===== src/hw/board_pkg.sv =====
// Board control package with widths, bit maps, reset length and shared types
`default_nettype none

package board_pkg;

    // Reset stretch
    localparam int RST_HOLD_CYCLES = 256;          // Cycles of core reset after last trigger
    localparam int RST_CNT_W       = $clog2(RST_HOLD_CYCLES);
    localparam logic [RST_CNT_W-1:0] RST_CNT_MAX = RST_CNT_W'(RST_HOLD_CYCLES - 1);

    // Game input polarity
    localparam bit INPUTS_ACTIVE_LOW = 1'b1;

    // Joystick widths
    localparam int JOY_W       = 10;
    localparam int BOARD_JOY_W = 16;

    // Three-button layout is fixed off on this board
    localparam int THREE_BUTTONS = 0;
    localparam int START1_BIT    = 6 + THREE_BUTTONS;
    localparam int START2_BIT    = 7 + THREE_BUTTONS;
    localparam int COIN_BIT      = 8 + THREE_BUTTONS;
    localparam int PAUSE_BIT     = 9 + THREE_BUTTONS;

    localparam int GFX_LAYERS = 4;

    // Status word map
    localparam int STATUS_W  = 32;
    localparam int FX_W      = 2;
    localparam int ST_ROT    = 2;   // Rotate controls
    localparam int ST_FX_LSB = 5;
    localparam int ST_NO_FM  = 8;
    localparam int ST_NO_PSG = 9;
    localparam int ST_TEST   = 10;
    localparam int ST_FLIP   = 12;

    typedef logic [JOY_W-1:0]       joy_t;
    typedef logic [BOARD_JOY_W-1:0] board_joy_t;
    typedef logic [STATUS_W-1:0]    status_t;

    // Decoded keyboard, all active high
    typedef struct packed {
        joy_t                  joy1;
        joy_t                  joy2;
        logic [1:0]            start;
        logic [1:0]            coin;
        logic                  reset;
        logic                  pause;
        logic                  service;
        logic [GFX_LAYERS-1:0] gfx;
    } key_t;

    // Inputs seen by the game, all active low
    typedef struct packed {
        joy_t       joy1;
        joy_t       joy2;
        logic [1:0] coin;
        logic [1:0] start;
        logic       service;
    } game_in_t;

    typedef struct packed {
        logic            pause_n;       // Low while paused
        logic            flip;
        logic            test;
        logic [FX_W-1:0] fxlevel;
        logic            rot_control;
        logic            enable_fm;
        logic            enable_psg;
    } dip_t;

endpackage

`default_nettype wire


===== src/hw/board_top.sv =====
// Arcade board control top, joining reset, input, key and settings logic
`default_nettype none

module board_top
    import board_pkg::*;
(
    input  logic                  clk_sys,
    input  logic                  game_rst,
    input  logic                  rst_req,
    input  logic                  downloading,
    input  board_joy_t            board_joy1,
    input  board_joy_t            board_joy2,
    input  key_t                  keys,
    input  status_t               status,
    output logic                  core_rst,
    output logic                  core_rst_n,
    output game_in_t              game_in,
    output dip_t                  dip,
    output logic [GFX_LAYERS-1:0] gfx_en
);

    logic joy_pause;    // Either joystick pause button
    logic game_pause;
    logic soft_rst;     // One cycle pulse from the reset key

    reset_stretch u_reset (
        .clk_sys     ( clk_sys     ),
        .game_rst    ( game_rst    ),
        .downloading ( downloading ),
        .rst_req     ( rst_req     ),
        .soft_rst    ( soft_rst    ),
        .flip        ( dip.flip    ),
        .core_rst    ( core_rst    ),
        .core_rst_n  ( core_rst_n  )
    );

    input_cond u_input (
        .clk_sys     ( clk_sys         ),
        .game_rst    ( game_rst        ),
        .board_joy1  ( board_joy1      ),
        .board_joy2  ( board_joy2      ),
        .keys        ( keys            ),
        .rot_control ( dip.rot_control ),
        .game_in     ( game_in         ),
        .joy_pause   ( joy_pause       )
    );

    control_keys u_ctrl (
        .clk_sys    ( clk_sys    ),
        .game_rst   ( game_rst   ),
        .key_pause  ( keys.pause ),
        .key_reset  ( keys.reset ),
        .key_gfx    ( keys.gfx   ),
        .joy_pause  ( joy_pause  ),
        .game_pause ( game_pause ),
        .soft_rst   ( soft_rst   ),
        .gfx_en     ( gfx_en     )
    );

    dip_decode u_dip (
        .clk_sys    ( clk_sys    ),
        .game_rst   ( game_rst   ),
        .status     ( status     ),
        .game_pause ( game_pause ),
        .dip        ( dip        )
    );

endmodule

`default_nettype wire


===== src/hw/control_keys.sv =====
// Key edge detection for pause, graphics layer toggles and soft reset
`default_nettype none

module control_keys
    import board_pkg::*;
(
    input  logic                  clk_sys,
    input  logic                  game_rst,
    input  logic                  key_pause,
    input  logic                  key_reset,
    input  logic [GFX_LAYERS-1:0] key_gfx,
    input  logic                  joy_pause,
    output logic                  game_pause,
    output logic                  soft_rst,
    output logic [GFX_LAYERS-1:0] gfx_en
);

    logic                  last_pause;
    logic                  last_joy_pause;
    logic                  last_reset;
    logic [GFX_LAYERS-1:0] last_gfx;
    logic                  pause_edge;
    logic [GFX_LAYERS-1:0] gfx_edge;

    // Previous levels for edge detection
    always_ff @(posedge clk_sys) begin
        last_pause     <= key_pause;
        last_joy_pause <= joy_pause;
        last_reset     <= key_reset;
        last_gfx       <= key_gfx;
    end

    // Both sources together count as one press
    assign pause_edge = (key_pause & ~last_pause) | (joy_pause & ~last_joy_pause);
    assign gfx_edge   = key_gfx & ~last_gfx;

    always_ff @(posedge clk_sys) begin
        if (game_rst) begin
            game_pause <= 1'b0;
            soft_rst   <= 1'b0;
            gfx_en     <= '1;       // All layers shown
        end else begin
            soft_rst <= key_reset & ~last_reset;
            gfx_en   <= gfx_en ^ gfx_edge;
            if (pause_edge) begin
                game_pause <= ~game_pause;
            end
        end
    end

endmodule

`default_nettype wire


===== src/hw/dip_decode.sv =====
// Settings decoder from the status word, merged with the pause state
`default_nettype none

module dip_decode
    import board_pkg::*;
(
    input  logic    clk_sys,
    input  logic    game_rst,
    input  status_t status,
    input  logic    game_pause,
    output dip_t    dip
);

    always_ff @(posedge clk_sys) begin
        if (game_rst) begin
            dip         <= '0;
            dip.pause_n <= 1'b1;    // Running after reset
        end else begin
            dip.pause_n     <= ~game_pause;
            dip.flip        <= status[ST_FLIP];
            dip.test        <= status[ST_TEST];
            dip.fxlevel     <= status[ST_FX_LSB +: FX_W];
            dip.rot_control <= status[ST_ROT];
            dip.enable_fm   <= ~status[ST_NO_FM];   // Status holds disable bits
            dip.enable_psg  <= ~status[ST_NO_PSG];
        end
    end

endmodule

`default_nettype wire


===== src/hw/input_cond.sv =====
// Player input conditioner with sync, keyboard merge, rotation and polarity
`default_nettype none

module input_cond
    import board_pkg::*;
(
    input  logic       clk_sys,
    input  logic       game_rst,
    input  board_joy_t board_joy1,
    input  board_joy_t board_joy2,
    input  key_t       keys,
    input  logic       rot_control,
    output game_in_t   game_in,
    output logic       joy_pause
);

    board_joy_t joy1_sync;
    board_joy_t joy2_sync;
    logic [1:0] joy_coin;
    logic [1:0] joy_start;

    // Swap directions for vertical games
    function automatic joy_t apply_rotation(input joy_t joy_in, input logic rot);
        joy_t rotated;
        rotated = joy_in;
        if (rot) begin
            rotated[1:0] = {joy_in[0], joy_in[1]};
            rotated[3:2] = {joy_in[2], joy_in[3]};
        end
        return rotated ^ {JOY_W{INPUTS_ACTIVE_LOW}};
    endfunction

    // Board joysticks come in asynchronously
    always_ff @(posedge clk_sys) begin
        joy1_sync <= board_joy1;
        joy2_sync <= board_joy2;
    end

    assign joy_pause = joy1_sync[PAUSE_BIT] | joy2_sync[PAUSE_BIT];

    assign joy_coin  = {joy2_sync[COIN_BIT], joy1_sync[COIN_BIT]};
    assign joy_start = {joy1_sync[START2_BIT], joy1_sync[START1_BIT]}
                     | {joy2_sync[START2_BIT], joy2_sync[START1_BIT]};

    always_ff @(posedge clk_sys) begin
        if (game_rst) begin
            game_in <= {$bits(game_in_t){INPUTS_ACTIVE_LOW}};   // All inputs released
        end else begin
            game_in.joy1    <= apply_rotation(joy1_sync[JOY_W-1:0] | keys.joy1, rot_control);
            game_in.joy2    <= apply_rotation(joy2_sync[JOY_W-1:0] | keys.joy2, rot_control);
            game_in.coin    <= (joy_coin | keys.coin) ^ {2{INPUTS_ACTIVE_LOW}};
            game_in.start   <= (joy_start | keys.start) ^ {2{INPUTS_ACTIVE_LOW}};
            game_in.service <= keys.service ^ INPUTS_ACTIVE_LOW;
        end
    end

endmodule

`default_nettype wire


===== src/hw/reset_stretch.sv =====
// Core reset generator, restarted by any reset source and held for a fixed count
`default_nettype none

module reset_stretch
    import board_pkg::*;
(
    input  logic clk_sys,
    input  logic game_rst,
    input  logic downloading,
    input  logic rst_req,
    input  logic soft_rst,
    input  logic flip,
    output logic core_rst,
    output logic core_rst_n
);

    logic                 last_flip;
    logic                 trigger;
    logic [RST_CNT_W-1:0] rst_cnt;
    logic                 pre_rst_n;

    // A flip change restarts the game as well
    assign trigger = game_rst | downloading | rst_req | soft_rst | (flip != last_flip);

    always_ff @(posedge clk_sys) begin
        last_flip <= flip;
    end

    // Counter saturates at its maximum, reset held until then
    always_ff @(posedge clk_sys) begin
        if (trigger) begin
            rst_cnt  <= '0;
            core_rst <= 1'b1;
        end else if (rst_cnt != RST_CNT_MAX) begin
            rst_cnt  <= rst_cnt + 1'b1;
            core_rst <= 1'b1;
        end else begin
            core_rst <= 1'b0;
        end
    end

    // Active-low copy trails the release by two cycles
    always_ff @(posedge clk_sys) begin
        if (trigger || core_rst) begin
            pre_rst_n  <= 1'b0;
            core_rst_n <= 1'b0;
        end else begin
            pre_rst_n  <= 1'b1;
            core_rst_n <= pre_rst_n;
        end
    end

endmodule

`default_nettype wire


===== config.mk =====
export PLATFORM = sky130hd
export DESIGN_NAME = board_top
export DESIGN_NICKNAME = d
export VERILOG_FILES = /design/src/hw/board_pkg.sv /design/src/hw/board_top.sv /design/src/hw/control_keys.sv /design/src/hw/dip_decode.sv /design/src/hw/input_cond.sv /design/src/hw/reset_stretch.sv
export SDC_FILE = /design/constraint.sdc
export NUM_CORES = 1
export LEC_CHECK = 0
export BUFFER_PORTS_ARGS = -buffer_cell sky130_fd_sc_hd__buf_2
export CAP_MARGIN = 40
export CORE_AREA = 3 3 73 88
export CTS_CLUSTER_DIAMETER = 120
export DETAILED_ROUTE_END_ITERATION = 8
export DIE_AREA = 0 0 76 91
export GPL_TIMING_DRIVEN = 0
export PLACE_DENSITY = 0.76
export SLEW_MARGIN = 10
export SYNTH_ARGS = -nofsm -noshare
export SYNTH_HDL_FRONTEND = slang
export SYNTH_SLANG_ARGS = --single-unit

===== constraint.sdc =====
create_clock -name clk_sys -period 1.7 [get_ports clk_sys]
set_input_delay 0.34 -clock clk_sys [delete_from_list [all_inputs] [get_ports clk_sys]]
set_output_delay 0.34 -clock clk_sys [all_outputs]
set_load 0.05 [all_outputs]

==> results of run 1 <==
==> stage by stage <==
stage | std cells | cell area (um2) | utilization (%)
3_5_place_dp | 377 | 2940 | 51.9
2_1_floorplan | 197 | 2340 | -
4_1_cts | 393 | 3170 | 55.9
3_3_place_gp | 377 | 2940 | 51.9
5_1_grt | 393 | 3170 | 55.9
6_report | 393 | 3170 | 55.9
==> registers in the layout (all words and copies together), names as in the netlist <==
| signal | count |
|---|---|
| u_ctrl.gfx_en | 4 |
| u_ctrl.last_joy_pause | 1 |
| u_reset.core_rst | 1 |
| u_input.joy1_sync | 10 |
| u_reset.last_flip | 1 |
| u_reset.core_rst_n | 1 |
| u_ctrl.last_pause | 1 |
| u_ctrl.last_reset | 1 |
| u_dip.dip | 8 |
| u_ctrl.last_gfx | 4 |
| u_input.game_in | 25 |
| u_reset.rst_cnt | 8 |
| u_reset.pre_rst_n | 1 |
| u_ctrl.game_pause | 1 |
| u_ctrl.soft_rst | 1 |
| u_input.joy2_sync | 10 |
==> logic make-up after synthesis <==
kind of cell / share of synthesized area, %
flip-flops: 66.7
buffers and inverters: 1.76
AND/OR/NAND/NOR: 17.0
XOR/XNOR: 1.87
AO/OA/AOI/OAI: 11.3
adder cells (fa/ha/maj): 0.534
multiplexers: 0.855
==> Yosys cell counts <==
cell and instances:
dfxtp_1 78, o21bai_1 14, nor3_1 12, nand2b_1 10, nor2b_1 10, o21ai_0 10
nor2_1 9, nand3_1 5, xnor2_1 5, a211o_1 4, a21oi_1 3, buf_2 3
clkbuf_1 3, or2_2 3, a211oi_1 2, and3_1 2, buf_4 2, mux2i_1 2
nand2_1 2, nand3b_1 2, nand4_1 2, nor3b_1 2, a211oi_2 1, a21boi_0 1
a31oi_1 1, a41oi_1 1, and4_1 1, and4b_1 1, ha_1 1, nand2_4 1
nor3b_2 1, nor4_4 1, nor4b_1 1, o21ba_2 1
==> layer usage <==
layer	global-route usage, %	wire [um]	up-vias
met5	0	0	-
met4	7.25	68	0
met3	6.05	377	7
met2	25.7	2400	60
met1	14.1	1940	784
li1	-	-	902
==> area by class of cell <==
class	count	area [um2]	area share, %
Timing Repair Buffer	100	500	15.8
Clock inverter	5	82.6	2.61
Multi-Input combinational cell	111	739	23.4
Clock buffer	11	141	4.46
Sequential cell	78	1560	49.3
Tap cell	80	100	3.16
Buffer	8	41.3	1.30
==> path summary, 6_finish.rpt <==
kind,end,slack [ns],cells past startpoint,start
max,dip[2],0.20,2,u_dip.dip[2]
min,u_input.joy2_sync[8],0.09,1,board_joy2[8]
max reg2reg,u_reset.rst_cnt[5],0.30,4,u_reset.rst_cnt[0]
min reg2reg,u_reset.last_flip,0.38,0,u_dip.dip[6]
==> report_power, final <==
part,total [mW],internal (mW),switching (mW)
Clock,1.51,0.867,0.639
Sequential,1.96,1.93,0.0352
Combinational,0.460,0.149,0.311
Total,3.93,2.94,0.985
==> worst max-delay path, cell delays in order, from the launching register on <==
cell     delay [ns]
dfxtp_1        0.44
buf_4          0.14
buf_2          0.25
==> metrics, run 1 <==
Final Total Pwr about 3.9 mW; CTS Buffer Depth 2; Synth cell types 34; Fin Hold WS about 0.095 ns; Die H about 91 um; worst slack, placed 0.247 ns; row cnt 30; Setup violations, final 0; syn_nets ~300; via/cell ratio approximately 4.5; WP data required 1.36 ns; Worst-Skew Late Latency between 0.3 and 0.4 ns; Peak VDD IR between 0.6 and 0.7 mV; slew margin rel. 59.9%; Post-DP HPWL ~3600 um; sequential share of the synthesized area about two thirds; status finished clean; die area between 6000 and 7000 um2; Core ar. between 5000 and 6000 um2; hold_buf cts 0; initial antenna violation count 0; post-cts sizing count 0; Initial DRC Count around 70; vias in the first global route 1,777; Residual DRC 0; largest net degree at the start of global routing 14; share of layout cells above drive strength 1 about two fifths; global route total overflow 0; Leakage 1.39 nW; TritonCTS buffer count 9; Final GP Congestion roughly 0.76; Initial DRT Pass Iterations 4; commonest non-fill, non-tap cell in the layout buf_2; CP Class flop to primary output; CTS root buf clkbuf_8; Post-Syn Area around 2300 um2; die width ~76 um; Antenna Cells 0; post-route ant nets 0; fillers ~500; routed vias between 1.5k and 2k; share of the clock period used by the worst path 88.1%; Worst Path Arrival between 1 and 1.5 ns; first-pass GRT wire length just under 8000 um; register clock-pin slew on the reported worst setup and hold paths 0.08 ns; # Post-CTS Setup Buffers 0; Final WS setup a little over 0.2 ns; starting density of the core ~41%; RSZ-0062 raised after global routing false; final hold vios 0; Final Skew ~0.010 ns; crit path time final approximately 1.5 ns; MaxCap Viol Count 0; syn avg cell area roughly 12 um2; GRT Total Usage about 14%; crit-path max FO 8; most frequent cells in the layout buf_2 (103), dfxtp_1 (78), o21bai_1 (14), nor3_1 (12); WL/cell ~12 um; Yosys reg bits 78; pwr/cell area roughly 1200 nW/um2; Hold Crit Class primary input to flop; area share of the largest cell type after synthesis about two thirds; Peak Freq 668 MHz; setup TNS 0 ns; TritonCTS Sinks 78; CTS tree done; # port buffers 100; htree depth 3; cells after synthesis roughly 200; Worst-Margin Slew slightly below 0.6 ns; Setup crit start kind flop; Area contributors post-synth dfxtp_1 (67%), o21bai_1 (4.5%), nand2b_1 (2.7%); yosys warns 0; Post-layout nets slightly above 400; Setup crit end kind primary output; Boundary Pins 138; Final Max Tran Viols 0; area delta synth->final 35.2%; Synth area leader dfxtp_1; Post-Route WL approximately 4800 um
Power figures use the tool's default switching activity.
==> run 2: changes to the inputs <==
- clock period: 1.7 -> 1.5 ns (I/O delays scaled with it)
==> metrics, run 2 (synthesis gave the netlist of run 1 again) <==
status finished clean; Post-Route WL 4790 um (about the same); # Post-CTS Setup Buffers 0 (unchanged); htree depth 3 (unchanged); setup TNS 0 ns (unchanged); Setup violations, final 0 (unchanged); starting density of the core 41.3% (unchanged); Setup crit end kind primary output; CTS tree done; die area 6920 um2 (unchanged); CTS Buffer Depth 2 (unchanged); share of the clock period used by the worst path 92.1%; post-layout util 56.0% (+0.088 points); share of layout cells above drive strength 1 41.9% (+0.96 points); Peak VDD IR 0.784 mV (+13%); initial antenna violation count 0 (unchanged); GRT Total Usage 14.3% (unchanged); slew margin rel. 59.8% (-0.14 points); Peak Freq 724 MHz; area delta synth->final 35.4%; crit path time final 1.38 ns; first-pass GRT wire length 7770 um (unchanged); largest net degree at the start of global routing 14 (unchanged); Final WS setup 0.118 ns (-0.0841 ns); crit-path max FO 8 (unchanged); TritonCTS buffer count 9 (unchanged); WL/cell 12.2 um (about the same); Largest register FFs 25 (unchanged); routed vias 1,753 (unchanged); RSZ-0062 raised after global routing false; Boundary Pins 138 (unchanged); Non-Filler Instances 393 (unchanged); Final Skew 0.0101 ns (-0.0000143 ns); MaxCap Viol Count 0 (unchanged); Core ar. 5670 um2 (unchanged); dpl cells 377 (unchanged); post-route ant nets 0 (unchanged); CP Class flop to primary output; pwr/cell area 1400 nW/um2 (+13%); Initial DRT Pass Iterations 4 (unchanged); hold_buf cts 0 (unchanged); Final GP Congestion 0.756 (unchanged); largest registers u_input.game_in: 25 flops, u_input.joy1_sync: 10 flops, u_input.joy2_sync: 10 flops; Setup crit start kind flop; global route total overflow 0 (unchanged); Post-layout nets 408 (unchanged); Leakage 1.38 nW (-0.24%); Post-DP HPWL 3600 um (unchanged); CTS root buf clkbuf_8; vias in the first global route 1,777 (unchanged); placed inst area 2940 um2 (unchanged); row cnt 30 (unchanged); worst slack, placed 0.0874 ns (-0.160 ns); Worst-Skew Late Latency 0.34 ns (about the same); Hold Crit Class primary input to flop; register clock-pin slew on the reported worst setup and hold paths 0.08 ns (about the same); commonest non-fill, non-tap cell in the layout buf_2; Antenna Cells 0 (unchanged); Worst-Margin Slew 0.599 ns (+0.00206 ns); Residual DRC 0 (unchanged); WP data required 1.20 ns (-0.16 ns); Finished Cell Area 3170 um2 (+0.16%); Top reg by flops u_input.game_in; TritonCTS Sinks 78 (unchanged); Initial DRC Count 63 (-8.7%); # port buffers 100 (unchanged); Die H 91 um (unchanged); final hold vios 0 (unchanged); via/cell ratio 4.46 (unchanged); Worst Path Arrival 1.08 ns (-0.08 ns); most frequent cells in the layout buf_2 (103), dfxtp_1 (77), o21bai_1 (14), nor3_1 (12); fillers 515 (unchanged); Final Max Tran Viols 0 (unchanged); die width 76 um (unchanged)
[run 2: changes by cell type in the layout (fill, tap and decap cells not counted)]
cell and delta:
and3_1 -1, and3_2 +1, dfxtp_1 -1, dfxtp_2 +1, ha_1 -1, ha_2 +1
[run 2: cell type report]
| class | count | area, um2 | area share, % |
|---|---|---|---|
| Sequential cell | 78 | 1560 | 49.3 |
| Buffer | 8 | 41.3 | 1.30 |
| Timing Repair Buffer | 100 | 500 | 15.8 |
| Clock inverter | 5 | 82.6 | 2.60 |
| Multi-Input combinational cell | 111 | 743 | 23.4 |
| Clock buffer | 11 | 141 | 4.46 |
| Tap cell | 80 | 100 | 3.16 |
[run 2: power by group]
group          switching (mW)  internal, mW  leakage (nW)
clock                   0.728         0.982         0.102
sequential             0.0399          2.18         0.652
combinational           0.353         0.169         0.629
total                    1.12          3.33          1.38
[run 2: path summary, 6_finish.rpt]
path	cells after the start	start	slack, ns	end
worst max-delay path	2	u_dip.dip[2]	0.12	dip[2]
worst min-delay path	1	board_joy2[8]	0.05	u_input.joy2_sync[8]
worst max register to register	4	u_reset.rst_cnt[0]	0.15	u_reset.rst_cnt[5]
worst min register to register	0	u_dip.dip[6]	0.38	u_reset.last_flip
[run 2: repair_timing]
item                                    4_1_cts  5_1_grt
endpoints found under the setup margin        0        2
gates resized for setup                       0        3
hold endpoints to repair                      0        0
[run 2: worst max-delay path, cell delays in order (launching register included)]
cell and delay, ns:
dfxtp_2 0.38, buf_4 0.12, buf_2 0.24
[run 2: through the flow]
| stage | hold slack (ns) | power, mW |
|---|---|---|
| after floorplan | 0.328 | 2.62 |
| after global placement | 0.371 | 2.79 |
| after detailed placement | 0.378 | 2.80 |
| after CTS | 0.0407 | 4.50 |
| after global routing | 0.0343 | 4.62 |
| final | 0.0526 | 4.45 |
[run 2: per-layer routing]
metal	wire length (um)	GRT usage [%]	vias to the layer above	share of wire, %
li1	-	-	901	-
met1	1940	14.1	787	40
met2	2400	25.7	58	50
met3	379	6.05	7	7.9
met4	68	7.25	0	1.4
met5	0	0	-	0
==> run 3: changes to the inputs <==
- CORE_AREA: 3 3 73 88 -> 3 3 72 88
- DIE_AREA: 0 0 76 91 -> 0 0 75 91
- SYNTH_HIERARCHICAL: not set -> 1
==> metrics, run 3 <==
Post-DP HPWL 3490 um (-2.9%); slew margin rel. 66.4% (+6.6 points); Buf/Inv on CP 0 (-2); cell mode on critical path and4_1; Initial DRC Count 65 (+3.2%); Worst-Margin Slew 0.502 ns (-0.0966 ns); Setup violations, final 0 (unchanged); pwr/cell area 1390 nW/um2 (-0.80%); syn avg cell area 12.4 um2 (+3.9%); CTS Buffer Depth 2 (unchanged); fillers 505 (-1.9%); Post-layout nets 397 (-2.7%); sequential share of the synthesized area 68.0% (+1.3 points); Initial DRT Pass Iterations 4 (unchanged); critical-path cell with the highest stage delay dfxtp_1; Largest register FFs 25 (unchanged); routed vias 1,735 (-1.0%); status finished clean; htree depth 3 (unchanged); Synth cell types 33 (-2.9%); MaxCap Viol Count 0 (unchanged); CTS tree done; post-route ant nets 0 (unchanged); Die H 91 um (unchanged); starting density of the core 41.1% (-0.25 points); hold_buf cts 0 (unchanged); ys flop type dfxtp_1; via/cell ratio 4.74 (+6.3%); Worst Path Arrival 1.58 ns (+0.50 ns); initial antenna violation count 0 (unchanged); syn_nets 286 (-3.7%); first-pass GRT wire length 7590 um (-2.3%); critical-path cell list ha_1, and4_1, and4_1, nor3_1; global route total overflow 0 (unchanged); commonest non-fill, non-tap cell in the layout buf_2; post-layout util 55.1% (-0.86 points); Final GP Congestion 0.825 (+9.1%); largest registers u_input/game_in: 25 flops, u_input/joy1_sync: 10 flops, u_input/joy2_sync: 10 flops; most frequent cells in the layout buf_2 (100), dfxtp_1 (77), o21bai_1 (14), nor2b_1 (11), or2_2 (11); Worst-Skew Late Latency 0.35 ns (about the same); Final Max Tran Viols 0 (unchanged); Setup crit start kind flop; CP max stage delay 0.35 ns (-0.03 ns); Post-Route WL 4670 um (-2.4%); crit-path max FO 5 (-3); CTS root buf clkbuf_8; vias in the first global route 1,768 (-0.51%); asr flop ratio synth 0% (unchanged); Boundary Pins 138 (unchanged); Area contributors post-synth dfxtp_1 (68%), o21bai_1 (4.6%), nor2b_1 (3.0%); dpl cells 350 (-7.2%); top post-synthesis cells by count dfxtp_1 (78), o21bai_1 (14), nor2b_1 (11), or2_2 (11), a22oi_1 (8); Final Skew 0.0156 ns (+0.00550 ns); GRT Total Usage 14.7% (+0.40 points); Peak VDD IR 0.751 mV (-4.2%); TritonCTS Sinks 78 (unchanged); die area 6830 um2 (-1.3%); WL/cell 12.8 um (+4.8%); # Post-CTS Setup Buffers 0 (unchanged); Synth area leader dfxtp_1; Setup crit end kind flop; CP Class flop to flop; RSZ-0062 raised after global routing false; Hold Crit Class primary input to flop; largest net degree at the start of global routing 27 (+13); die width 75 um (-1.3%); Residual DRC 0 (unchanged); share of the clock period used by the worst path 88.3% (-3.9 points); WP data required 1.76 ns (+0.56 ns); Post-synth EDFFs 0 (unchanged); most numerous cell in the Yosys netlist dfxtp_1; final hold vios 0 (unchanged); Antenna Cells 0 (unchanged); Largest delay share family, worst path simple AND/OR/NAND/NOR gates; Final Total Pwr 4.29 mW (-3.6%); Non-Filler Instances 366 (-6.9%); register clock-pin slew on the reported worst setup and hold paths 0.08 ns (about the same); row cnt 30 (unchanged); Core ar. 5590 um2 (-1.3%); Top reg by flops u_input/game_in; TritonCTS buffer count 9 (unchanged); yosys warns 6 (+6); Leakage 1.36 nW (-1.5%); area share of the largest cell type after synthesis 68.0% (+1.3 points); # port buffers 100 (unchanged); cells after synthesis 186 (-5.6%); Post-Syn Area 2300 um2 (-1.9%); area delta synth->final 34.2%; crit path time final 1.32 ns (-0.0578 ns); Yosys reg bits 78 (unchanged); share of layout cells above drive strength 1 44.0% (+2.2 points); Peak Freq 755 MHz (+4.4%)
[run 3: changes by cell type in the layout (fill, tap and decap cells not counted), moves of 2 or more]
| cell | change |
|---|---|
| a211o_1 | -4 |
| a22oi_1 | +8 |
| and4_1 | +2 |
| buf_2 | -3 |
| buf_4 | -2 |
| clkbuf_1 | -2 |
| inv_1 | +3 |
| inv_6 | +2 |
| nand2b_1 | -4 |
| nor2_1 | -3 |
| nor3_1 | -7 |
| o21ai_0 | -8 |
| or2_2 | +8 |
[run 3: kinds of logic after synthesis]
group                      Yosys count  share of synthesized area, %
muxes                                2                          1.09
AOI/OAI and AO/OA                   35                          10.9
DFF                                 78                          68.0
adders and majority gates            1                         0.545
and+or+nand+nor                     60                          16.4
buffers and inverters                5                          1.14
xor gates and xnor gates             5                          1.91
[run 3: layer usage]
| layer | part of all wire, % | track usage (%) | vias up |
|---|---|---|---|
| li1 | - | - | 864 |
| met1 | 39 | 15.8 | 780 |
| met2 | 47 | 22.7 | 84 |
| met3 | 12 | 8.97 | 7 |
| met4 | 1.7 | 6.68 | 0 |
| met5 | 0 | 0 | - |
[run 3: area by class of cell]
class	instances	area (um2)	share of cell area, %
plain buffers	2	15.0	0.487
clock buffers	10	128	4.14
clock inverters	6	70.1	2.27
inverters	3	11.3	0.365
multi-input cells	103	714	23.2
flip-flops and latches	78	1560	50.7
well taps	64	80.1	2.60
repair buffers	100	500	16.2
[run 3: what timing repair did]
item                                    4_1_cts  5_1_grt
resized for setup                             0        1
endpoints found under the setup margin        0        1
hold endpoints to repair                      0        0
[run 3: through the flow]
step                      hold WS [ns]  setup slack, ns  TNS [ns]  area, um2
after floorplan                  0.328            0.163         0       2300
after CTS                       0.0289            0.115         0       3080
final                           0.0470            0.176         0       3080
after global routing            0.0225           0.0565         0       3080
after global placement           0.363           -0.130    -0.130       2880
after detailed placement         0.368           -0.164    -0.164       2880
[run 3: worst paths after layout]
| path | depth (start not counted) | from | slack (ns) | end |
|---|---|---|---|---|
| setup / recovery | 4 | u_reset/rst_cnt[0] | 0.18 | u_reset/rst_cnt[6] |
| hold / removal | 1 | board_joy1[2] | 0.05 | u_input/joy1_sync[2] |
| setup reg to reg | 4 | u_reset/rst_cnt[0] | 0.18 | u_reset/rst_cnt[6] |
| hold reg to reg | 0 | u_dip/dip[6] | 0.37 | u_reset/last_flip |
[run 3: power breakdown]
group	switching (mW)	internal (mW)	total [mW]	leakage, nW
Combinational	0.360	0.172	0.532	0.621
Clock	0.759	0.780	1.54	0.0895
Sequential	0.0369	2.19	2.22	0.652
Total	1.16	3.14	4.29	1.36
